$ cat src/sim/imem.hex
// one column: 32-bit instruction word in hex (addi x1, x1, k+1)
// line k holds the word at 0x8000_0000 + 4*k
00108093
00208093
00308093
00408093
00508093
00608093
00708093
00808093
00908093
00a08093
00b08093
00c08093
00d08093
00e08093
00f08093
01008093
01108093
01208093
01308093
01408093
01508093
01608093
01708093
01808093
01908093
01a08093
01b08093
01c08093
01d08093
01e08093
01f08093
02008093
02108093
02208093
02308093
02408093
02508093
02608093
02708093
02808093
02908093
02a08093
02b08093
02c08093
02d08093
02e08093
02f08093
03008093
03108093
03208093
03308093
03408093
03508093
03608093
03708093
03808093
03908093
03a08093
03b08093
03c08093
03d08093
03e08093
03f08093
04008093
$ cat src/hdl/fetch_pkg.sv
/* fetch stage shared definitions */

package fetch_pkg;

  // machine word of the rv32 core
  localparam int unsigned XPR_LEN = 32;

  // address, pc and instruction word
  typedef logic [XPR_LEN-1:0] xpr_t;

  // ahb-lite transfer type
  typedef logic [1:0] htrans_t;

  // ahb-lite burst type
  typedef logic [2:0] hburst_t;

  // ahb-lite protection control
  typedef logic [3:0] hprot_t;

  // transfer types in use
  localparam htrans_t HTRANS_IDLE   = 2'd0;
  localparam htrans_t HTRANS_NONSEQ = 2'd2;

  // fetches are single beats only
  localparam hburst_t HBURST_SINGLE = 3'd0;

  // no protection attributes on instruction reads
  localparam hprot_t HPROT_NO_PROT = 4'd0;

  // bus is never locked by the fetch stage
  localparam logic HMASTLOCK_OFF = 1'b0;

  // first fetch address out of reset
  localparam xpr_t RESET_VECTOR = 32'h8000_0000;

  // pc increment per instruction
  localparam xpr_t PC_STEP = 32'd4;

  // addi x0, x0, 0
  localparam xpr_t NOP_INST = 32'h0000_0013;

  // rom window base
  localparam xpr_t ROM_BASE = 32'h8000_0000;

  // rom window size in words
  localparam int unsigned ROM_WORDS = 64;

  // word index width inside the window
  localparam int unsigned ROM_AW = $clog2(ROM_WORDS);

  // rom window size in bytes
  localparam xpr_t ROM_SIZE = xpr_t'(ROM_WORDS * 4);

  // fetch state machine
  // st_restart waits for the bus to take a new address
  // st_fetch streams words into the hold register
  typedef enum logic {
    st_restart = 1'b0,
    st_fetch   = 1'b1
  } fetch_state_e;

endpackage

$ cat src/hdl/fetch_unit.sv
/* instruction fetch stage */

`timescale 1ns/1ns

module fetch_unit (
  input  logic                clk_i,
  input  logic                rst_ni,
  // redirect and decode side
  input  fetch_pkg::xpr_t     pc_pif_i,
  input  logic                kill_if_i,
  input  logic                de_ready_i,
  output fetch_pkg::xpr_t     pc_if_o,
  output fetch_pkg::xpr_t     inst_if_o,
  output logic                if_valid_o,
  output logic                error_in_if_o,
  // instruction bus master
  input  logic                imem_hready_i,
  input  fetch_pkg::xpr_t     imem_hrdata_i,
  input  logic                imem_badmem_i,
  output fetch_pkg::xpr_t     imem_haddr_o,
  output fetch_pkg::htrans_t  imem_htrans_o,
  output fetch_pkg::hburst_t  imem_hburst_o,
  output logic                imem_hmastlock_o,
  output fetch_pkg::hprot_t   imem_hprot_o
);

  import fetch_pkg::*;

  fetch_state_e state_q;
  fetch_state_e state_d;

  // address driven in the current address phase
  xpr_t haddr_q;
  // address whose data phase is in flight
  xpr_t last_addr_q;

  // hold register towards decode
  xpr_t pc_if_q;
  xpr_t inst_q;
  logic err_q;
  logic valid_q;

  // decode takes the held instruction this cycle
  logic take;
  // data phase finishes while the held word is stuck
  logic collide;

  assign take    = valid_q & de_ready_i;
  assign collide = imem_hready_i & valid_q & ~de_ready_i;

  // bus master outputs
  assign imem_haddr_o     = haddr_q;
  // a new word is requested in both states so the bus never idles
  assign imem_htrans_o    = HTRANS_NONSEQ;
  assign imem_hburst_o    = HBURST_SINGLE;
  assign imem_hmastlock_o = HMASTLOCK_OFF;
  assign imem_hprot_o     = HPROT_NO_PROT;

  // decode side outputs
  assign pc_if_o       = pc_if_q;
  assign inst_if_o     = inst_q;
  assign if_valid_o    = valid_q;
  assign error_in_if_o = err_q;

  // next state
  always_comb begin
    state_d = state_q;
    case (state_q)
      st_restart: begin
        // leave once the bus has taken the restart address
        if (kill_if_i) begin
          state_d = st_restart;
        end else if (imem_hready_i) begin
          state_d = st_fetch;
        end
      end
      st_fetch: begin
        if (kill_if_i || collide) begin
          state_d = st_restart;
        end
      end
      default: begin
        state_d = st_restart;
      end
    endcase
  end

  always_ff @(posedge clk_i or negedge rst_ni) begin
    if (!rst_ni) begin
      state_q     <= st_restart;
      haddr_q     <= RESET_VECTOR;
      last_addr_q <= RESET_VECTOR;
      pc_if_q     <= RESET_VECTOR;
      inst_q      <= NOP_INST;
      err_q       <= 1'b0;
      valid_q     <= 1'b0;
    end else begin
      state_q <= state_d;
      if (kill_if_i) begin
        // redirect drops the hold register and anything in flight
        haddr_q <= pc_pif_i;
        pc_if_q <= pc_pif_i;
        inst_q  <= NOP_INST;
        err_q   <= 1'b0;
        valid_q <= 1'b0;
      end else begin
        case (state_q)
          st_restart: begin
            // data returned here belongs to a stale access and is dropped
            if (imem_hready_i) begin
              haddr_q     <= haddr_q + PC_STEP;
              last_addr_q <= haddr_q;
            end
            // held word may still leave while we restart
            if (take) begin
              valid_q <= 1'b0;
            end
          end
          st_fetch: begin
            // {memory ready, decode ready, hold valid}
            case ({imem_hready_i, de_ready_i, valid_q})
              3'b111,
              3'b110,
              3'b100: begin
                // new word fills the hold register as any old word leaves
                haddr_q     <= haddr_q + PC_STEP;
                last_addr_q <= haddr_q;
                pc_if_q     <= last_addr_q;
                inst_q      <= imem_hrdata_i;
                err_q       <= imem_badmem_i;
                valid_q     <= 1'b1;
              end
              3'b101: begin
                // nowhere to put the new word
                // throw it away and ask for it again after a restart
                // held word stays valid and untouched
                haddr_q <= last_addr_q;
              end
              3'b011: begin
                // decode drains the hold register while memory is busy
                valid_q <= 1'b0;
              end
              default: begin
                // memory busy and nothing moves towards decode
                valid_q <= valid_q;
              end
            endcase
          end
          default: begin
            valid_q <= 1'b0;
          end
        endcase
      end
    end
  end

endmodule

$ cat src/hdl/imem_ahb.sv
/* ahb-lite instruction rom */

`timescale 1ns/1ns

module imem_ahb #(
  parameter string       INIT_FILE   = "/design/src/sim/imem.hex",
  parameter int unsigned WAIT_STATES = 1
) (
  input  logic                clk_i,
  input  logic                rst_ni,
  // address phase
  input  fetch_pkg::xpr_t     haddr_i,
  input  fetch_pkg::htrans_t  htrans_i,
  input  fetch_pkg::hburst_t  hburst_i,
  input  logic                hmastlock_i,
  input  fetch_pkg::hprot_t   hprot_i,
  // data phase
  output fetch_pkg::xpr_t     hrdata_o,
  output logic                hready_o,
  output logic                badmem_o
);

  import fetch_pkg::*;

  // wait counter wide enough to hold WAIT_STATES
  localparam int unsigned      CNT_W     = $clog2(WAIT_STATES + 2);
  localparam logic [CNT_W-1:0] WAIT_LOAD = CNT_W'(WAIT_STATES);

  // read-only word array
  xpr_t rom_mem [ROM_WORDS];

  // captured address of the running data phase
  xpr_t addr_q;
  // a data phase is pending
  logic dphase_q;
  // remaining wait cycles
  logic [CNT_W-1:0] wait_q;

  logic              accept;
  logic              data_vld;
  logic              addr_ok;
  xpr_t              offset;
  logic [ROM_AW-1:0] word_idx;

  initial begin
    $readmemh(INIT_FILE, rom_mem);
  end

  // ready drops while wait cycles remain
  assign hready_o = (wait_q == '0);

  // only non-sequential reads start an access
  assign accept = hready_o && (htrans_i == HTRANS_NONSEQ);

  // data phase completes in the first ready cycle after the wait
  assign data_vld = dphase_q & hready_o;

  // window check on the captured address
  // addresses below the base wrap to a large offset
  assign offset   = addr_q - ROM_BASE;
  assign addr_ok  = (offset < ROM_SIZE) && (offset[1:0] == 2'b00);
  assign word_idx = offset[ROM_AW+1:2];

  // zero data and the error flag when outside the window
  assign hrdata_o = (data_vld && addr_ok) ? rom_mem[word_idx] : '0;
  assign badmem_o = data_vld & ~addr_ok;

  always_ff @(posedge clk_i or negedge rst_ni) begin
    if (!rst_ni) begin
      wait_q   <= '0;
      dphase_q <= 1'b0;
    end else begin
      if (accept) begin
        wait_q <= WAIT_LOAD;
      end else if (wait_q != '0) begin
        wait_q <= wait_q - CNT_W'(1);
      end
      // a ready cycle ends the old data phase
      // and may open the next one
      if (hready_o) begin
        dphase_q <= accept;
      end
    end
  end

  // address of each accepted transfer
  always_ff @(posedge clk_i) begin
    if (accept) begin
      addr_q <= haddr_i;
    end
  end

endmodule

$ cat src/hdl/fetch_top.sv
/* fetch stage with instruction rom */

`timescale 1ns/1ns

module fetch_top (
  input  logic             clk_i,
  input  logic             rst_ni,
  input  fetch_pkg::xpr_t  pc_pif_i,
  input  logic             kill_if_i,
  input  logic             de_ready_i,
  output fetch_pkg::xpr_t  pc_if_o,
  output fetch_pkg::xpr_t  inst_if_o,
  output logic             if_valid_o,
  output logic             error_in_if_o
);

  import fetch_pkg::*;

  // internal instruction bus
  xpr_t    imem_haddr;
  htrans_t imem_htrans;
  hburst_t imem_hburst;
  logic    imem_hmastlock;
  hprot_t  imem_hprot;
  xpr_t    imem_hrdata;
  logic    imem_hready;
  logic    imem_badmem;

  fetch_unit fetch_unit_i (
    .clk_i            (clk_i),
    .rst_ni           (rst_ni),
    .pc_pif_i         (pc_pif_i),
    .kill_if_i        (kill_if_i),
    .de_ready_i       (de_ready_i),
    .pc_if_o          (pc_if_o),
    .inst_if_o        (inst_if_o),
    .if_valid_o       (if_valid_o),
    .error_in_if_o    (error_in_if_o),
    .imem_hready_i    (imem_hready),
    .imem_hrdata_i    (imem_hrdata),
    .imem_badmem_i    (imem_badmem),
    .imem_haddr_o     (imem_haddr),
    .imem_htrans_o    (imem_htrans),
    .imem_hburst_o    (imem_hburst),
    .imem_hmastlock_o (imem_hmastlock),
    .imem_hprot_o     (imem_hprot)
  );

  // one wait state per access
  imem_ahb #(
    .WAIT_STATES (1)
  ) imem_i (
    .clk_i       (clk_i),
    .rst_ni      (rst_ni),
    .haddr_i     (imem_haddr),
    .htrans_i    (imem_htrans),
    .hburst_i    (imem_hburst),
    .hmastlock_i (imem_hmastlock),
    .hprot_i     (imem_hprot),
    .hrdata_o    (imem_hrdata),
    .hready_o    (imem_hready),
    .badmem_o    (imem_badmem)
  );

endmodule

$ cat config.mk
export PLATFORM = sky130hd
export DESIGN_NAME = fetch_top
export DESIGN_NICKNAME = d
export VERILOG_FILES = /design/src/hdl/fetch_pkg.sv /design/src/hdl/fetch_unit.sv /design/src/hdl/imem_ahb.sv /design/src/hdl/fetch_top.sv
export SDC_FILE = /design/constraint.sdc
export NUM_CORES = 1
export LEC_CHECK = 0
export ABC_AREA = 1
export BUFFER_PORTS_ARGS = -buffer_cell sky130_fd_sc_hd__buf_2
export CAP_MARGIN = 20
export CORE_MARGIN = 10
export CORE_UTILIZATION = 54
export CTS_BUF_LIST = sky130_fd_sc_hd__clkbuf_8
export CTS_CLUSTER_DIAMETER = 120
export DETAILED_ROUTE_END_ITERATION = 12
export PLACE_DENSITY = 0.77
export RECOVER_POWER = 25
export REMOVE_ABC_BUFFERS = 1
export SYNTH_ARGS = -nofsm -noshare
export SYNTH_HDL_FRONTEND = slang
export SYNTH_SLANG_ARGS = --single-unit
$ cat constraint.sdc
create_clock -name clk_i -period 2.5 [get_ports clk_i]
set_input_delay 0 -clock clk_i [delete_from_list [all_inputs] [get_ports clk_i]]
set_output_delay 0 -clock clk_i [all_outputs]
set_load 0.03 [all_outputs]
# Yosys cells after proc, flatten, opt, wreduce, memory -nomap -nowiden
# Index checks and enable logic that the tools add are counted.
# W data, S select, Z words.
# word_totals
output_inout_bits,66
register_bits,166
inputBits,36
word_cells,75
# op_classes
add_sub_neg,3
n_reduce_logical,14
muxes,27
bitwise_logic,9
n_lt_le_gt_ge,1
eq_ne,11
# op_table
op,n
$mux W32,11
$pmux W32 S2,3
$add A32 B3 Y32 const B,1
$lt A32 B9 Y1 const B,1
$sub A32 B32 Y32 const B,1
$eq A3 B3 Y1 const B,4
$mux W1,8
$ne A4 B4 Y1 const B,2
$reduce_bool A2 Y1,4
$ne A3 B2 Y1 const B,2
$pmux W1 S2,3
$reduce_and A2 Y1,3
$and A1 B1 Y1,5
$logic_not A2 Y1,2
$mux W2,2
$not A1 Y1,4
$eq A3 B2 Y1 const B,1
$reduce_and A3 Y1,1
$reduce_or A3 Y1,1
$logic_and A1 B1 Y1,2
$ne A2 B1 Y1 const B,1
$ne A2 B2 Y1 const B,1
$sub A2 B1 Y2 const B,1
$logic_or A1 B1 Y1,1

# Longest topological paths before layout
# Gate-level depths: netlist of run 1.
# depth
ltp_word,8
mapped_depth,10
depth_no_buf,10

# Cells and area by module
# A second synthesis of run 1 with hierarchy kept.
# unflattened
cells_unflattened,878
hier_area_um2,7736.2
# modules_own_cells
mod,n_inst,cells_per_inst,seq_area_each_um2,area_per_inst_um2
fetch_unit,1,777,3285.7,6477.5
imem_ahb,1,101,855.8,1258.7

# Worst setup path after synthesis of run 1
# Ideal clock, no wire load.
# synth_path
path_kind,register -> register
from,register imem_i.wait_q[1]
to,register fetch_unit_i.last_addr_q[30]
required_ns,2.381
path_slack_ns,0.658
setup_ns,0.119
arrival_time_ns,1.723
n_path_buf,2
stages_incl_launch_ff,9
period_less_slack_ns,1.842
path_cell_list,dfrtp_1 > nor2_4 > nand2_4 > nor2_4 > inv_2 > buf_6 > buf_6 > nand2_1 > o21ai_2
# synth_between
elab_chain_len,5
word_cells_on_any_way,8
classes_between,eq/ne (5); reduce/logical (3)
# synth_rtl
item,line,text
"start, declared",imem_ahb.sv:37,logic [CNT_W-1:0] wait_q;
"start signal, assigned",imem_ahb.sv:76,wait_q <= wait_q - CNT_W'(1);
$logic_not A2 Y1 (*),imem_ahb.sv:50,assign hready_o = (wait_q == '0);
$eq A3 B3 Y1,fetch_unit.sv:121,"case ({imem_hready_i, de_ready_i, valid_q})"
$reduce_or A3 Y1,fetch_unit.sv:121,
$ne A2 B2 Y1 (no line),n/a,
$reduce_and A3 Y1 (no line) (*),n/a,
"end signal, assigned",fetch_unit.sv:112,last_addr_q <= haddr_q;
"end signal, assigned",fetch_unit.sv:127,last_addr_q <= haddr_q;
"end, declared",fetch_unit.sv:35,xpr_t last_addr_q;
# Mark *: on every way between the ends. The rest lies on a longest branch, timed or not.
# A chain may end at the register's enable or synchronous reset.

# Worst setup path after layout of run 1
# layout_path
from,register imem_i.wait_q[0]
to,register fetch_unit_i.haddr_q[14] (netlist: fetch_unit_i.imem_haddr_o[14])
# layout_between
elab_chain_len,6
word_cells_on_any_way,12
classes_between,eq/ne (6); mux (3); reduce/logical (3)
# layout_rtl
item,line,text
$logic_not A2 Y1 (*),imem_ahb.sv:50,
$eq A3 B3 Y1,fetch_unit.sv:121,
$reduce_or A3 Y1,fetch_unit.sv:121,
$pmux W32 S2,fetch_unit.sv:121,
$pmux W32 S2,fetch_unit.sv:107,case (state_q)
$mux W32,fetch_unit.sv:99,if (kill_if_i) begin
"end signal, assigned",fetch_unit.sv:101,haddr_q <= pc_pif_i;
"end signal, assigned",fetch_unit.sv:111,haddr_q <= haddr_q + PC_STEP;
"end signal, assigned",fetch_unit.sv:126,haddr_q <= haddr_q + PC_STEP;
"end, declared",fetch_unit.sv:33,xpr_t haddr_q;
# Marked as above.

==> results.txt, run 1 <==
----------------------------------------------------
[Floorplanning]
  Area of the core region ... 11600 um^2
  Floorplan die area ... 16800 um^2
  Die W ... 130 um
  Starting Density ... 56.0%
  Number of placement rows ... 39
  Die height ... 130 um
  Top-Level Pins ... 102

[Logic synthesis]
  Dominant cell type by area after synthesis ... sky130_fd_sc_hd__dfrtp_1
  Number of enable flip-flop cells after synthesis ... 26
  Number of storage elements in the synthesis netlist ... 129
  Most repeated cell in the gate-level netlist after synthesis ... sky130_fd_sc_hd__nand2_1
  Cells after synthesis ... 807
  Cells taking the most area after synthesis ... sky130_fd_sc_hd__dfrtp_1 38%, sky130_fd_sc_hd__nand2_1 15%, sky130_fd_sc_hd__edfxtp_1 12%
  Number of warnings printed during yosys synthesis ... 0
  Adder and majority gate portion of the synthesized area ... 0.193%
  Combinational family with the most area after synthesis ... simple AND/OR/NAND/NOR gates
  Multiplexer share of the synthesized area ... 0%
  Post-synthesis sequential area ratio ... 51.9%
  Number of distinct library cells after synthesis ... 31
  Synth Area in Simple Gates ... 28.5%
  Most frequent cells after synthesis ... 259 x sky130_fd_sc_hd__nand2_1, 104 x sky130_fd_sc_hd__nor2_1, 99 x sky130_fd_sc_hd__dfrtp_1
  Synth async-reset ratio ... 79.8%
  Xor/xnor share of the synthesized area ... 0%
  Total standard cell area after synthesis ... 6470 um^2
  Flip-flop cell with the highest count after synthesis ... sky130_fd_sc_hd__dfrtp_1
  Mean instance size in the synthesized netlist ... 8.02 um^2
  Compound-cell area share of the yosys netlist ... 9.37%
  Portion of synthesized cell area occupied by the leading cell type ... 38.3%

[Finish]
  Area grow syn2layout ... 17.5%
  Area of the multi-input gates ... 2570 um^2
  Number of filler cells placed in the layout ... 964
  Number of standard cells in the layout, taps in and fillers out ... 1065
  Fin nets ... 946
  Fraction of final layout cells sized beyond drive strength 1 ... 14.4%
  Antenna cell count ... 0
  Sequential cell area in the final layout ... 3360 um^2

[Placed design]
  Post-detail-place hpwl ... 11800 um
  Final weighted congestion in routability-driven placement ... 0.953
  Count of port buffers added during placement ... 72
  Placed cell count ... 997

[Min path]
  Worst min-delay path endpoint ... fetch_unit_i.pc_if_o[1]
  Worst hold-check path type ... in2reg
  Cell depth of the worst hold path ... 3
  Launch point of the worst hold path ... kill_if_i

[Critical path]
  Critical-path cell list ... nor2_4 > nor2_2 > inv_2 > nand2_1 > nand3_1 > nand2_1 > nand2_1
  Slowest cell on the critical path ... sky130_fd_sc_hd__nor2_2
  Register-to-register path setup slack ... 0.25 ns
  Crit end category ... register
  Crit path arrival time ... 2.61 ns
  Cell type with the highest occurrence count on the critical path ... sky130_fd_sc_hd__nand2_1
  Reg-to-reg startpoint ... imem_i.wait_q[0]
  Startpoint of the worst setup timing path ... imem_i.wait_q[0]
  Capture instance of the worst register-to-register path ... fetch_unit_i.imem_haddr_o[14]
  Combined buffer and inverter count along the critical path ... 1
  Startpoint type of the worst setup path ... register
  Largest incremental delay on the critical path ... 0.65 ns
  FF-to-FF path depth ... 7
  Worst endpoint required time ... 2.86 ns
  Category of cells accounting for the largest share of critical-path delay ... simple AND/OR/NAND/NOR gates
  Crit Path Class ... reg2reg
  Max Fanout on Critical Path ... 38

[Run status]
  Run status ... finished, violations left
  Violations in the final reports ... max-capacitance violations, max-slew violations

[CTS]
  Worst-skew pair later-pin latency ... 0.47 ns
  Maximum level of the CTS H-tree ... 4
  Num CTS Buffers ... 17
  Clock tree from TritonCTS ... yes
  Number of hold buffers added after cts ... 35
  Number of setup buffers added after CTS ... 0
  Reg clk slew, reported paths ... 0.08 ns
  Total number of clock tree sinks ... 129
  Cell at the root of the clock tree ... sky130_fd_sc_hd__clkbuf_8
  Total of cells resized after clock tree synthesis ... 0
  Max Buffers Root-to-Sink ... 2

[Global route]
  Global Route Usage Sum ... 21.4%
  Global-route wire length before repair ... 28300 um
  Maximum number of pins on one net before global-route repair ... 59
  Via count of the first global-routing pass ... 5463
  GRT overflow ... 0
  Number of antenna violations at the first check in global routing ... 0

[Detailed routing]
  DRT Pass-1 Iters ... 5
  Average vias per placed instance ... 5.33
  DRT Wirelength ... 17200 um
  DRC violations left ... 0
  Vias after detailed routing ... 5677
  Routed wire per std cell ... 16.2 um
  Drt first-iter violations ... 594
  DRT antenna net count ... 0

[STA]
  Slew at the pin closest to its max-slew limit ... 1.97 ns
  Final Max Tran Viols ... 37
  Relative slew slack ... -31.6%
  Minimum hold slack ... 0.0703 ns
  Achievable frequency ... 0.445 GHz
  Setup violators final ... 0
  Shortest clock period the worst path allows after layout ... 2.25 ns
  Share of the clock period used by the worst path ... 89.9%
  Number of hold violations in the final report ... 0
  Unrepaired setup endpoints after global routing ... no
  Final setup skew ... 0.0109 ns

[Flow run]
  Max capacitance violation total ... 1

[Pwr]
  PwrDens ... 745 nW/um^2
  Leak pwr ... 3.64 nW
  Worst VDD drop ... 0.380 mV

----------------------------------------------------
## worst max path at each step
stage | depth (start not counted) | end | slack [ns]
after floorplan | 8 | fetch_unit_i.imem_haddr_o[19] | -0.1
after global placement | 5 | fetch_unit_i.imem_haddr_o[4] | 0.34
after detailed placement | 5 | fetch_unit_i.imem_haddr_o[4] | 0.25
after CTS | 5 | fetch_unit_i.imem_haddr_o[4] | 0.24
after global routing | 3 | fetch_unit_i.imem_haddr_o[4] | 0.08
final | 7 | fetch_unit_i.imem_haddr_o[14] | 0.25
## routing by layer
layer  global-route usage, %  up-vias  share of wire, %
met5                       0        -                 0
li1                        -     2768                 -
met2                    32.4      252                45
met1                    28.4     2621                45
met4                    9.46        0               3.0
met3                    5.91       36               7.0
## flip-flops by register name, summed over array words and instances (netlist names)
register and flops:
imem_i.wait_q 2, fetch_unit_i.state_q 1, fetch_unit_i.last_addr_q 32, imem_i.addr_q 26, imem_i.dphase_q 1, fetch_unit_i.if_valid_o 1, fetch_unit_i.error_in_if_o 1, fetch_unit_i.inst_if_o 1
fetch_unit_i.pc_if_o 32, fetch_unit_i.imem_haddr_o 32
## metrics by stage
| step | TNS, ns | area (um^2) | power, W | util (%) | setup slack [ns] |
|---|---|---|---|---|---|
| 6_report | 0 | 7610 | 0.00567 | 65.8 | 0.251 |
| 5_1_grt | 0 | 7610 | 0.00594 | 65.8 | 0.0760 |
| 4_1_cts | 0 | 7610 | 0.00569 | 65.8 | 0.244 |
| 3_5_place_dp | 0 | 6810 | 0.00361 | 58.9 | 0.253 |
| 3_3_place_gp | 0 | 6810 | 0.00358 | 58.9 | 0.341 |
| 2_1_floorplan | -3.77 | 6150 | 0.00327 | - | -0.0984 |
## kinds of logic (layout without fill, tap and decap cells)
family,count (synthesis),after routing
buffers and inverters,121,208
AND/OR/NAND/NOR,451,451
other,1,29
flip-flops,129,129
adder cells (fa/ha/maj),1,1
AO/OA/AOI/OAI,104,104
## worst register-to-register path: cells and delay by family, from the launching register on
kind                   cells  cell delay (ns)
AND/OR/NAND/NOR            6             1.21
buffers and inverters      1             0.53
flip-flops                 1             0.41
## cell usage in the layout, fill, tap and decap left out, types with 2 or more instances in the layout
master                          count
sky130_fd_sc_hd__o21ai_1            4
sky130_fd_sc_hd__clkinv_4           3
sky130_fd_sc_hd__buf_4              5
sky130_fd_sc_hd__nand4_1            5
sky130_fd_sc_hd__nor2_2             2
sky130_fd_sc_hd__o21ai_2            6
sky130_fd_sc_hd__nor2_4             2
sky130_fd_sc_hd__nand2_2            2
sky130_fd_sc_hd__nor2_1           104
sky130_fd_sc_hd__nand3b_1           2
sky130_fd_sc_hd__edfxtp_1          26
sky130_fd_sc_hd__bufinv_16          5
sky130_fd_sc_hd__o21ai_0           47
sky130_fd_sc_hd__dfrtp_1           99
sky130_fd_sc_hd__dfstp_2            4
sky130_fd_sc_hd__clkbuf_8          17
sky130_fd_sc_hd__clkinvlp_4         2
sky130_fd_sc_hd__buf_2             71
sky130_fd_sc_hd__a21oi_1            5
sky130_fd_sc_hd__conb_1            29
sky130_fd_sc_hd__buf_12             2
sky130_fd_sc_hd__o211ai_1           6
sky130_fd_sc_hd__inv_1             56
sky130_fd_sc_hd__dlygate4sd3_1     35
sky130_fd_sc_hd__nand3_1           70
sky130_fd_sc_hd__nand2_1          258
sky130_fd_sc_hd__inv_2              3
sky130_fd_sc_hd__clkinv_2           3
sky130_fd_sc_hd__nor3_1             3
sky130_fd_sc_hd__a31oi_1           34
sky130_fd_sc_hd__clkbuf_1           3
## power breakdown
part           internal [W]  leakage (nW)  switching [W]
Combinational      0.000320          1.97       0.000667
Clock               0.00118         0.227       0.000873
Sequential          0.00243          1.45       0.000203
Total               0.00393          3.64        0.00174
## final cells by class
type                    instances  share of cell area (%)
clock buffers                  17                    3.07
flip-flops and latches        129                    44.2
inverters                      58                    2.86
repair buffers                118                    10.9
multi-input cells             585                    33.8
clock inverters                15                    2.84
well taps                     143                    2.35
Power figures use the tool's default switching activity.
==> run 2, diff against run 1 <==
--- a/config.mk
+++ b/config.mk
@@ -8,14 +8,15 @@
 export ABC_AREA = 1
 export BUFFER_PORTS_ARGS = -buffer_cell sky130_fd_sc_hd__buf_2
 export CAP_MARGIN = 20
-export CORE_MARGIN = 10
 export CORE_UTILIZATION = 54
 export CTS_BUF_LIST = sky130_fd_sc_hd__clkbuf_8
 export CTS_CLUSTER_DIAMETER = 120
 export DETAILED_ROUTE_END_ITERATION = 12
+export MAX_ROUTING_LAYER = met4
 export PLACE_DENSITY = 0.77
 export RECOVER_POWER = 25
 export REMOVE_ABC_BUFFERS = 1
+export SKIP_LAST_GASP = 1
 export SYNTH_ARGS = -nofsm -noshare
 export SYNTH_HDL_FRONTEND = slang
 export SYNTH_SLANG_ARGS = --single-unit
==> run 2 against run 1 <==
Non-clock buffer count is 3 lower. Cell count is 0.28% lower. Worst hold slack better by 0.0085 ns. Critical path type unchanged. The run ends with design-rule violations left. Global-route usage is 6.7 points higher. Total power is 2.9% lower. Utilization is 0.58 points lower.
==> results.txt, run 2 (synthesis gave the netlist of run 1 again) <==
----------------------------------------------------
[CTS]
  Total of cells resized after clock tree synthesis ... 0 (unchanged)
  Total number of clock tree sinks ... 129 (unchanged)
  Clock tree from TritonCTS ... yes
  Maximum level of the CTS H-tree ... 4 (unchanged)
  Worst-skew pair later-pin latency ... 0.44 ns (-0.03 ns)
  Num CTS Buffers ... 17 (unchanged)
  Reg clk slew, reported paths ... 0.08 ns (about the same)
  Cell at the root of the clock tree ... sky130_fd_sc_hd__clkbuf_8
  Number of setup buffers added after CTS ... 0 (unchanged)
  Number of hold buffers added after cts ... 34 (-2.9%)
  Max Buffers Root-to-Sink ... 2 (unchanged)

[STA]
  Achievable frequency ... 0.442 GHz (-0.66%)
  Relative slew slack ... 29.2% (+61 points)
  Slew at the pin closest to its max-slew limit ... 1.06 ns (-0.911 ns)
  Setup violators final ... 0 (unchanged)
  Final setup skew ... 0.0119 ns (+0.00101 ns)
  Final Max Tran Viols ... 0 (-100%)
  Shortest clock period the worst path allows after layout ... 2.26 ns (+0.0150 ns)
  Worst Slack Setup Final ... 0.236 ns (-0.0150 ns)
  Share of the clock period used by the worst path ... 90.6% (+0.60 points)
  Post-Route Setup TNS ... 0 ns (unchanged)
  Unrepaired setup endpoints after global routing ... no
  Minimum hold slack ... 0.0788 ns (+0.00848 ns)
  Number of hold violations in the final report ... 0 (unchanged)

[Detailed routing]
  Routed wire per std cell ... 14.9 um (-8.1%)
  Average vias per placed instance ... 5.30 (-0.60%)
  Vias after detailed routing ... 5627 (-0.88%)
  DRT antenna net count ... 0 (unchanged)
  DRT Pass-1 Iters ... 9 (+4)
  DRC violations left ... 6 (+6)
  Drt first-iter violations ... 472 (-21%)
  DRT Wirelength ... 15800 um (-8.3%)

[Global route]
  Global Route Usage Sum ... 28.1% (+6.7 points)
  Number of antenna violations at the first check in global routing ... 0 (unchanged)
  Via count of the first global-routing pass ... 5312 (-2.8%)
  Global-route wire length before repair ... 26300 um (-7.0%)
  GRT overflow ... 0 (unchanged)
  Maximum number of pins on one net before global-route repair ... 59 (unchanged)

[Pwr]
  Leak pwr ... 3.62 nW (-0.59%)
  Worst VDD drop ... 0.482 mV (+27%)
  PwrDens ... 731 nW/um^2 (-2.0%)

[Critical path]
  Largest incremental delay on the critical path ... 0.66 ns (about the same)
  Worst endpoint required time ... 2.81 ns (-0.05 ns)
  Combined buffer and inverter count along the critical path ... 1 (unchanged)
  Register-to-register path setup slack ... 0.24 ns (-0.02 ns)
  Category of cells accounting for the largest share of critical-path delay ... simple AND/OR/NAND/NOR gates
  Critical-path cell list ... nor2_4 > nor2_2 > inv_2 > a211oi_1 > o21ai_0
  Startpoint type of the worst setup path ... register
  FF-to-FF path depth ... 5 (-2)
  Max Fanout on Critical Path ... 38 (unchanged)
  Reg-to-reg startpoint ... imem_i.wait_q[0]
  Capture instance of the worst register-to-register path ... fetch_unit_i.imem_haddr_o[4]
  Crit Path Class ... reg2reg
  Crit path arrival time ... 2.58 ns (-0.03 ns)
  Crit end category ... register
  Slowest cell on the critical path ... sky130_fd_sc_hd__nor2_2

[Finish]
  Fraction of final layout cells sized beyond drive strength 1 ... 14.3% (-0.17 points)
  Antenna cell count ... 0 (unchanged)
  Top library cells by usage in the layout, fill and taps aside ... 258 x sky130_fd_sc_hd__nand2_1, 104 x sky130_fd_sc_hd__nor2_1, 99 x sky130_fd_sc_hd__dfrtp_1
  Commonest non-fill, non-tap cell in the layout ... sky130_fd_sc_hd__nand2_1
  Area grow syn2layout ... 16.5%
  Fin nets ... 943 (-0.32%)
  Final Util ... 65.2% (-0.58 points)

[Flow run]
  Max capacitance violation total ... 0 (-1)

[Floorplanning]
  Number of placement rows ... 39 (unchanged)
  Starting Density ... 56.0% (unchanged)
  Die height ... 112 um (-14%)
  Floorplan die area ... 12400 um^2 (-26%)
  Die W ... 112 um (-14%)
  Area of the core region ... 11600 um^2 (unchanged)
  Top-Level Pins ... 102 (unchanged)

[Placed design]
  Count of port buffers added during placement ... 72 (unchanged)
  Worst setup timing slack at the placement stage ... 0.260 ns (+0.00780 ns)
  Final weighted congestion in routability-driven placement ... 0.953 (about the same)
  Post-detail-place hpwl ... 10600 um (-10%)

[Min path]
  Worst min-delay path endpoint ... fetch_unit_i.imem_haddr_o[13]
  Worst hold-check path type ... in2reg
  Cell depth of the worst hold path ... 3 (unchanged)
  Launch point of the worst hold path ... kill_if_i

[Run status]
  Violations in the final reports ... design-rule violations
  Run status ... finished, violations left

----------------------------------------------------
==> run 2: stage by stage <==
stage / power (W) / cell area [um^2] / cells
floorplan: 0.00327 / 6150 / 772
global placement: 0.00357 / 6800 / 996
detailed placement: 0.00360 / 6800 / 996
CTS: 0.00553 / 7560 / 1062
global route: 0.00577 / 7540 / 1062
finish: 0.00551 / 7540 / 1062
==> run 2: final cells by class <==
| class | count | area (um^2) |
|---|---|---|
| Multi-Input combinational cell | 585 | 2570 |
| Clock buffer | 18 | 248 |
| Fill cell | 947 | 4020 |
| Sequential cell | 129 | 3360 |
| Clock inverter | 14 | 171 |
| Tap cell | 143 | 179 |
| Timing Repair Buffer | 115 | 791 |
| Inverter | 58 | 218 |
==> run 2: worst max-delay path by stage <==
stage                     cells after the start             start                             to  slack, ns
after floorplan                               8  imem_i.wait_q[1]  fetch_unit_i.imem_haddr_o[19]       -0.1
after global placement                        5  imem_i.wait_q[0]   fetch_unit_i.imem_haddr_o[4]       0.36
after detailed placement                      5  imem_i.wait_q[0]   fetch_unit_i.imem_haddr_o[4]       0.26
after CTS                                     5  imem_i.wait_q[0]   fetch_unit_i.imem_haddr_o[4]       0.24
after global routing                          5  imem_i.wait_q[0]   fetch_unit_i.imem_haddr_o[4]       0.12
final                                         5  imem_i.wait_q[0]   fetch_unit_i.imem_haddr_o[4]       0.24
==> run 2: where the power goes <==
group | internal (W) | leakage (nW) | switching (W)
combinational | 0.000316 | 1.96 | 0.000655
clock | 0.00109 | 0.218 | 0.000817
sequential | 0.00243 | 1.45 | 0.000200
==> run 2: per-layer routing <==
metal	up-vias	GRT usage (%)	part of all wire (%)
met2	217	42.8	46
li1	2772	-	-
met1	2600	37.0	44
met5	-	-	0
met3	38	5.39	7.1
met4	0	11.9	3.1
==> run 2: tightest hold or removal path: stages <==
cell,delay (ns)
sky130_fd_sc_hd__buf_2,0.25
sky130_fd_sc_hd__nand2_1,0.14
sky130_fd_sc_hd__nand3_1,0.07
==> run 3, diff against run 2 <==
--- a/config.mk
+++ b/config.mk
@@ -8,13 +8,15 @@
 export ABC_AREA = 1
 export BUFFER_PORTS_ARGS = -buffer_cell sky130_fd_sc_hd__buf_2
 export CAP_MARGIN = 20
-export CORE_UTILIZATION = 54
+export CELL_PAD_IN_SITES_DETAIL_PLACEMENT = 0
+export CELL_PAD_IN_SITES_GLOBAL_PLACEMENT = 2
+export CORE_UTILIZATION = 34
 export CTS_BUF_LIST = sky130_fd_sc_hd__clkbuf_8
 export CTS_CLUSTER_DIAMETER = 120
 export DETAILED_ROUTE_END_ITERATION = 12
 export MAX_ROUTING_LAYER = met4
-export PLACE_DENSITY = 0.77
-export RECOVER_POWER = 25
+export PLACE_DENSITY_LB_ADDON = 0.1
+export RECOVER_POWER = 100
 export REMOVE_ABC_BUFFERS = 1
 export SKIP_LAST_GASP = 1
 export SYNTH_ARGS = -nofsm -noshare
==> run 3 against run 2 <==
The flow finishes with violations (design-rule violations, max-capacitance violations, max-slew violations). Total power decreased by 4.5%. Clock skew is 0.0011 ns lower. Clock power decreased by 12%. Cell count up 8.8%. First-iteration DRC count shrank 39%. Register-to-register slack improved by 0.03 ns. Critical path depth is 2 higher. Critical path type unchanged. Largest power group unchanged. Highest routed layer unchanged.
==> results.txt, run 3 (synthesis gave the netlist of run 1 again) <==
----------------------------------------------------
[STA]
  Slew at the pin closest to its max-slew limit ... 2.27 ns (+1.21 ns)
  Shortest clock period the worst path allows after layout ... 2.24 ns (-0.0277 ns)
  Final setup skew ... 0.0108 ns (-0.00111 ns)
  Unrepaired setup endpoints after global routing ... no
  Setup violators final ... 0 (unchanged)
  Number of hold violations in the final report ... 0 (unchanged)
  Final Max Tran Viols ... 37 (+37)
  Minimum hold slack ... 0.102 ns (+0.0227 ns)
  Relative slew slack ... -51.2% (-80 points)
  Share of the clock period used by the worst path ... 89.4% (-1.1 points)
  Achievable frequency ... 0.447 GHz (+1.2%)

[Floorplanning]
  Starting Density ... 34.6% (-21 points)
  Top-Level Pins ... 102 (unchanged)
  Die height ... 140 um (+26%)
  Number of placement rows ... 50 (+28%)
  Die W ... 140 um (+26%)
  Floorplan die area ... 19600 um^2 (+58%)
  Area of the core region ... 18700 um^2 (+62%)

[Global route]
  Number of antenna violations at the first check in global routing ... 0 (unchanged)
  Global-route wire length before repair ... 29500 um (+12%)
  Via count of the first global-routing pass ... 5352 (+0.75%)
  Maximum number of pins on one net before global-route repair ... 66 (+12%)
  GRT overflow ... 0 (unchanged)
  Global Route Usage Sum ... 20.5% (-7.6 points)

[Critical path]
  Max Fanout on Critical Path ... 20 (-47%)
  Crit path arrival time ... 2.61 ns (+0.03 ns)
  Crit end category ... register
  Worst endpoint required time ... 2.88 ns (+0.07 ns)
  Crit Path Class ... reg2reg
  Register-to-register path setup slack ... 0.26 ns (+0.03 ns)
  Startpoint type of the worst setup path ... register

[CTS]
  Cell at the root of the clock tree ... sky130_fd_sc_hd__clkbuf_8
  Reg clk slew, reported paths ... 0.08 ns (about the same)
  Number of setup buffers added after CTS ... 0 (unchanged)
  Worst-skew pair later-pin latency ... 0.44 ns (about the same)
  Num CTS Buffers ... 17 (unchanged)
  Maximum level of the CTS H-tree ... 4 (unchanged)
  Total number of clock tree sinks ... 129 (unchanged)
  Clock tree from TritonCTS ... yes
  Max Buffers Root-to-Sink ... 2 (unchanged)

[Placed design]
  Post-detail-place hpwl ... 12700 um (+20%)
  Final weighted congestion in routability-driven placement ... 0.825 (-13%)
  Count of port buffers added during placement ... 72 (unchanged)
  Placed cell count ... 1089 (+9.3%)

[Pwr]
  Sequential group share of total power ... 50.1% (+2.4 points)
  PwrDens ... 699 nW/um^2 (-4.3%)
  Switching power summed over all nets ... 0.00168 W (+0.38%)
  Int Pwr ... 0.00358 W (-6.6%)
  Leak pwr ... 3.50 nW (-3.3%)
  Clock network power share ... 31.9% (-2.7 points)
  Part of the total power dissipated in combinational logic ... 17.9% (+0.3 points)
  Worst VDD drop ... 0.320 mV (-34%)
  Proportion of total power due to net switching ... 31.9% (+1.6 points)

[Flow run]
  Max capacitance violation total ... 1 (+1)

[Finish]
  Area grow syn2layout ... 16.2%
  Number of filler cells placed in the layout ... 2008 (+110%)
  Antenna cell count ... 0 (unchanged)
  Fraction of final layout cells sized beyond drive strength 1 ... 9.23% (-5.0 points)
  Commonest non-fill, non-tap cell in the layout ... sky130_fd_sc_hd__nand2_1
  Top library cells by usage in the layout, fill and taps aside ... 258 x sky130_fd_sc_hd__nand2_1, 104 x sky130_fd_sc_hd__nor2_1, 99 x sky130_fd_sc_hd__dfrtp_1
  Number of standard cells in the layout, taps in and fillers out ... 1155 (+8.8%)
  Fin nets ... 945 (+0.21%)

[Detailed routing]
  Vias after detailed routing ... 5533 (-1.7%)
  Drt first-iter violations ... 286 (-39%)
  DRT Pass-1 Iters ... 9 (unchanged)
  DRT antenna net count ... 0 (unchanged)
  DRC violations left ... 1 (-5)
  Routed wire per std cell ... 15.9 um (+6.9%)
  DRT Wirelength ... 18300 um (+16%)
  Average vias per placed instance ... 4.79 (-9.6%)

[Run status]
  Run status ... finished, violations left
  Violations in the final reports ... design-rule violations, max-capacitance violations, max-slew violations

[Min path]
  Worst hold-check path type ... in2reg

----------------------------------------------------
[run 3: cell count changes in the layout (fill, tap and decap cells not counted), sizes merged]
cell / previous run / this run
clkbuf: 20 / 63
buf: 79 / 41
inv: 60 / 64
bufinv: 4 / 1
clkinv: 6 / 3
clkinvlp: 2 / 1
[run 3: power groups by stage]
stage | combinational, W | sequential (W) | clock [W]
after floorplan | 0.000494 | 0.00277 | 0
after global placement | 0.000943 | 0.00267 | 0
after detailed placement | 0.000950 | 0.00268 | 0
after CTS | 0.000994 | 0.00264 | 0.00174
after global routing | 0.00107 | 0.00268 | 0.00183
final | 0.000944 | 0.00264 | 0.00168
[run 3: repair_timing]
| item | in CTS | in global routing |
|---|---|---|
| resized for setup | 0 | 0 |
| endpoints found under the hold margin | 145 | 0 |
| hold buffers | 34 | 0 |
[run 3: worst paths after layout]
check,startpoint,to,depth (start not counted)
max,imem_i.wait_q[0],fetch_unit_i.imem_haddr_o[17],7
min,kill_if_i,fetch_unit_i.imem_haddr_o[13],4
max reg2reg,imem_i.wait_q[0],fetch_unit_i.imem_haddr_o[17],7
min reg2reg,fetch_unit_i.last_addr_q[10],fetch_unit_i.last_addr_q[10],2
max in group asynchronous,rst_ni,fetch_unit_i.imem_haddr_o[6],2
min in group asynchronous,rst_ni,fetch_unit_i.pc_if_o[1],2
[run 3: cell type report]
class | count | area, um^2 | share of cell area, %
timing repair buffer | 117 | 737 | 9.79
sequential | 129 | 3360 | 44.7
multi-input combinational | 585 | 2550 | 33.9
inverter | 58 | 218 | 2.89
clock buffer | 21 | 289 | 3.84
clock inverter | 11 | 75.1 | 0.998
tap | 234 | 293 | 3.89
[run 3: per-stage QoR]
step | setup TNS (ns) | utilization (%) | total power [W] | area, um^2 | setup WS, ns
2_1_floorplan | -3.77 | - | 0.00327 | 6150 | -0.0984
3_3_place_gp | 0 | 37.1 | 0.00361 | 6930 | 0.319
3_5_place_dp | 0 | 37.1 | 0.00363 | 6930 | 0.275
4_1_cts | 0 | 40.8 | 0.00538 | 7630 | 0.253
5_1_grt | 0 | 40.2 | 0.00558 | 7530 | 0.0424
6_report | 0 | 40.2 | 0.00526 | 7530 | 0.264
[run 3: per-layer routing]
layer  share of wire [%]  vias to the layer above  track usage, %
met1                  49                     2625            27.0
li1                    -                     2779               -
met2                  47                      114            32.5
met5                   0                        -               -
met3                 3.1                       15            3.93
met4                0.81                        0            5.15
[run 3: critical path: stages (launching register included)]
cell and delay, ns:
sky130_fd_sc_hd__dfrtp_1 0.41, sky130_fd_sc_hd__nor2_4 0.05, sky130_fd_sc_hd__nor2_2 0.64, sky130_fd_sc_hd__inv_2 0.38, sky130_fd_sc_hd__buf_2 0.36, sky130_fd_sc_hd__o21ai_0 0.21, sky130_fd_sc_hd__inv_1 0.06, sky130_fd_sc_hd__nand2_1 0.06
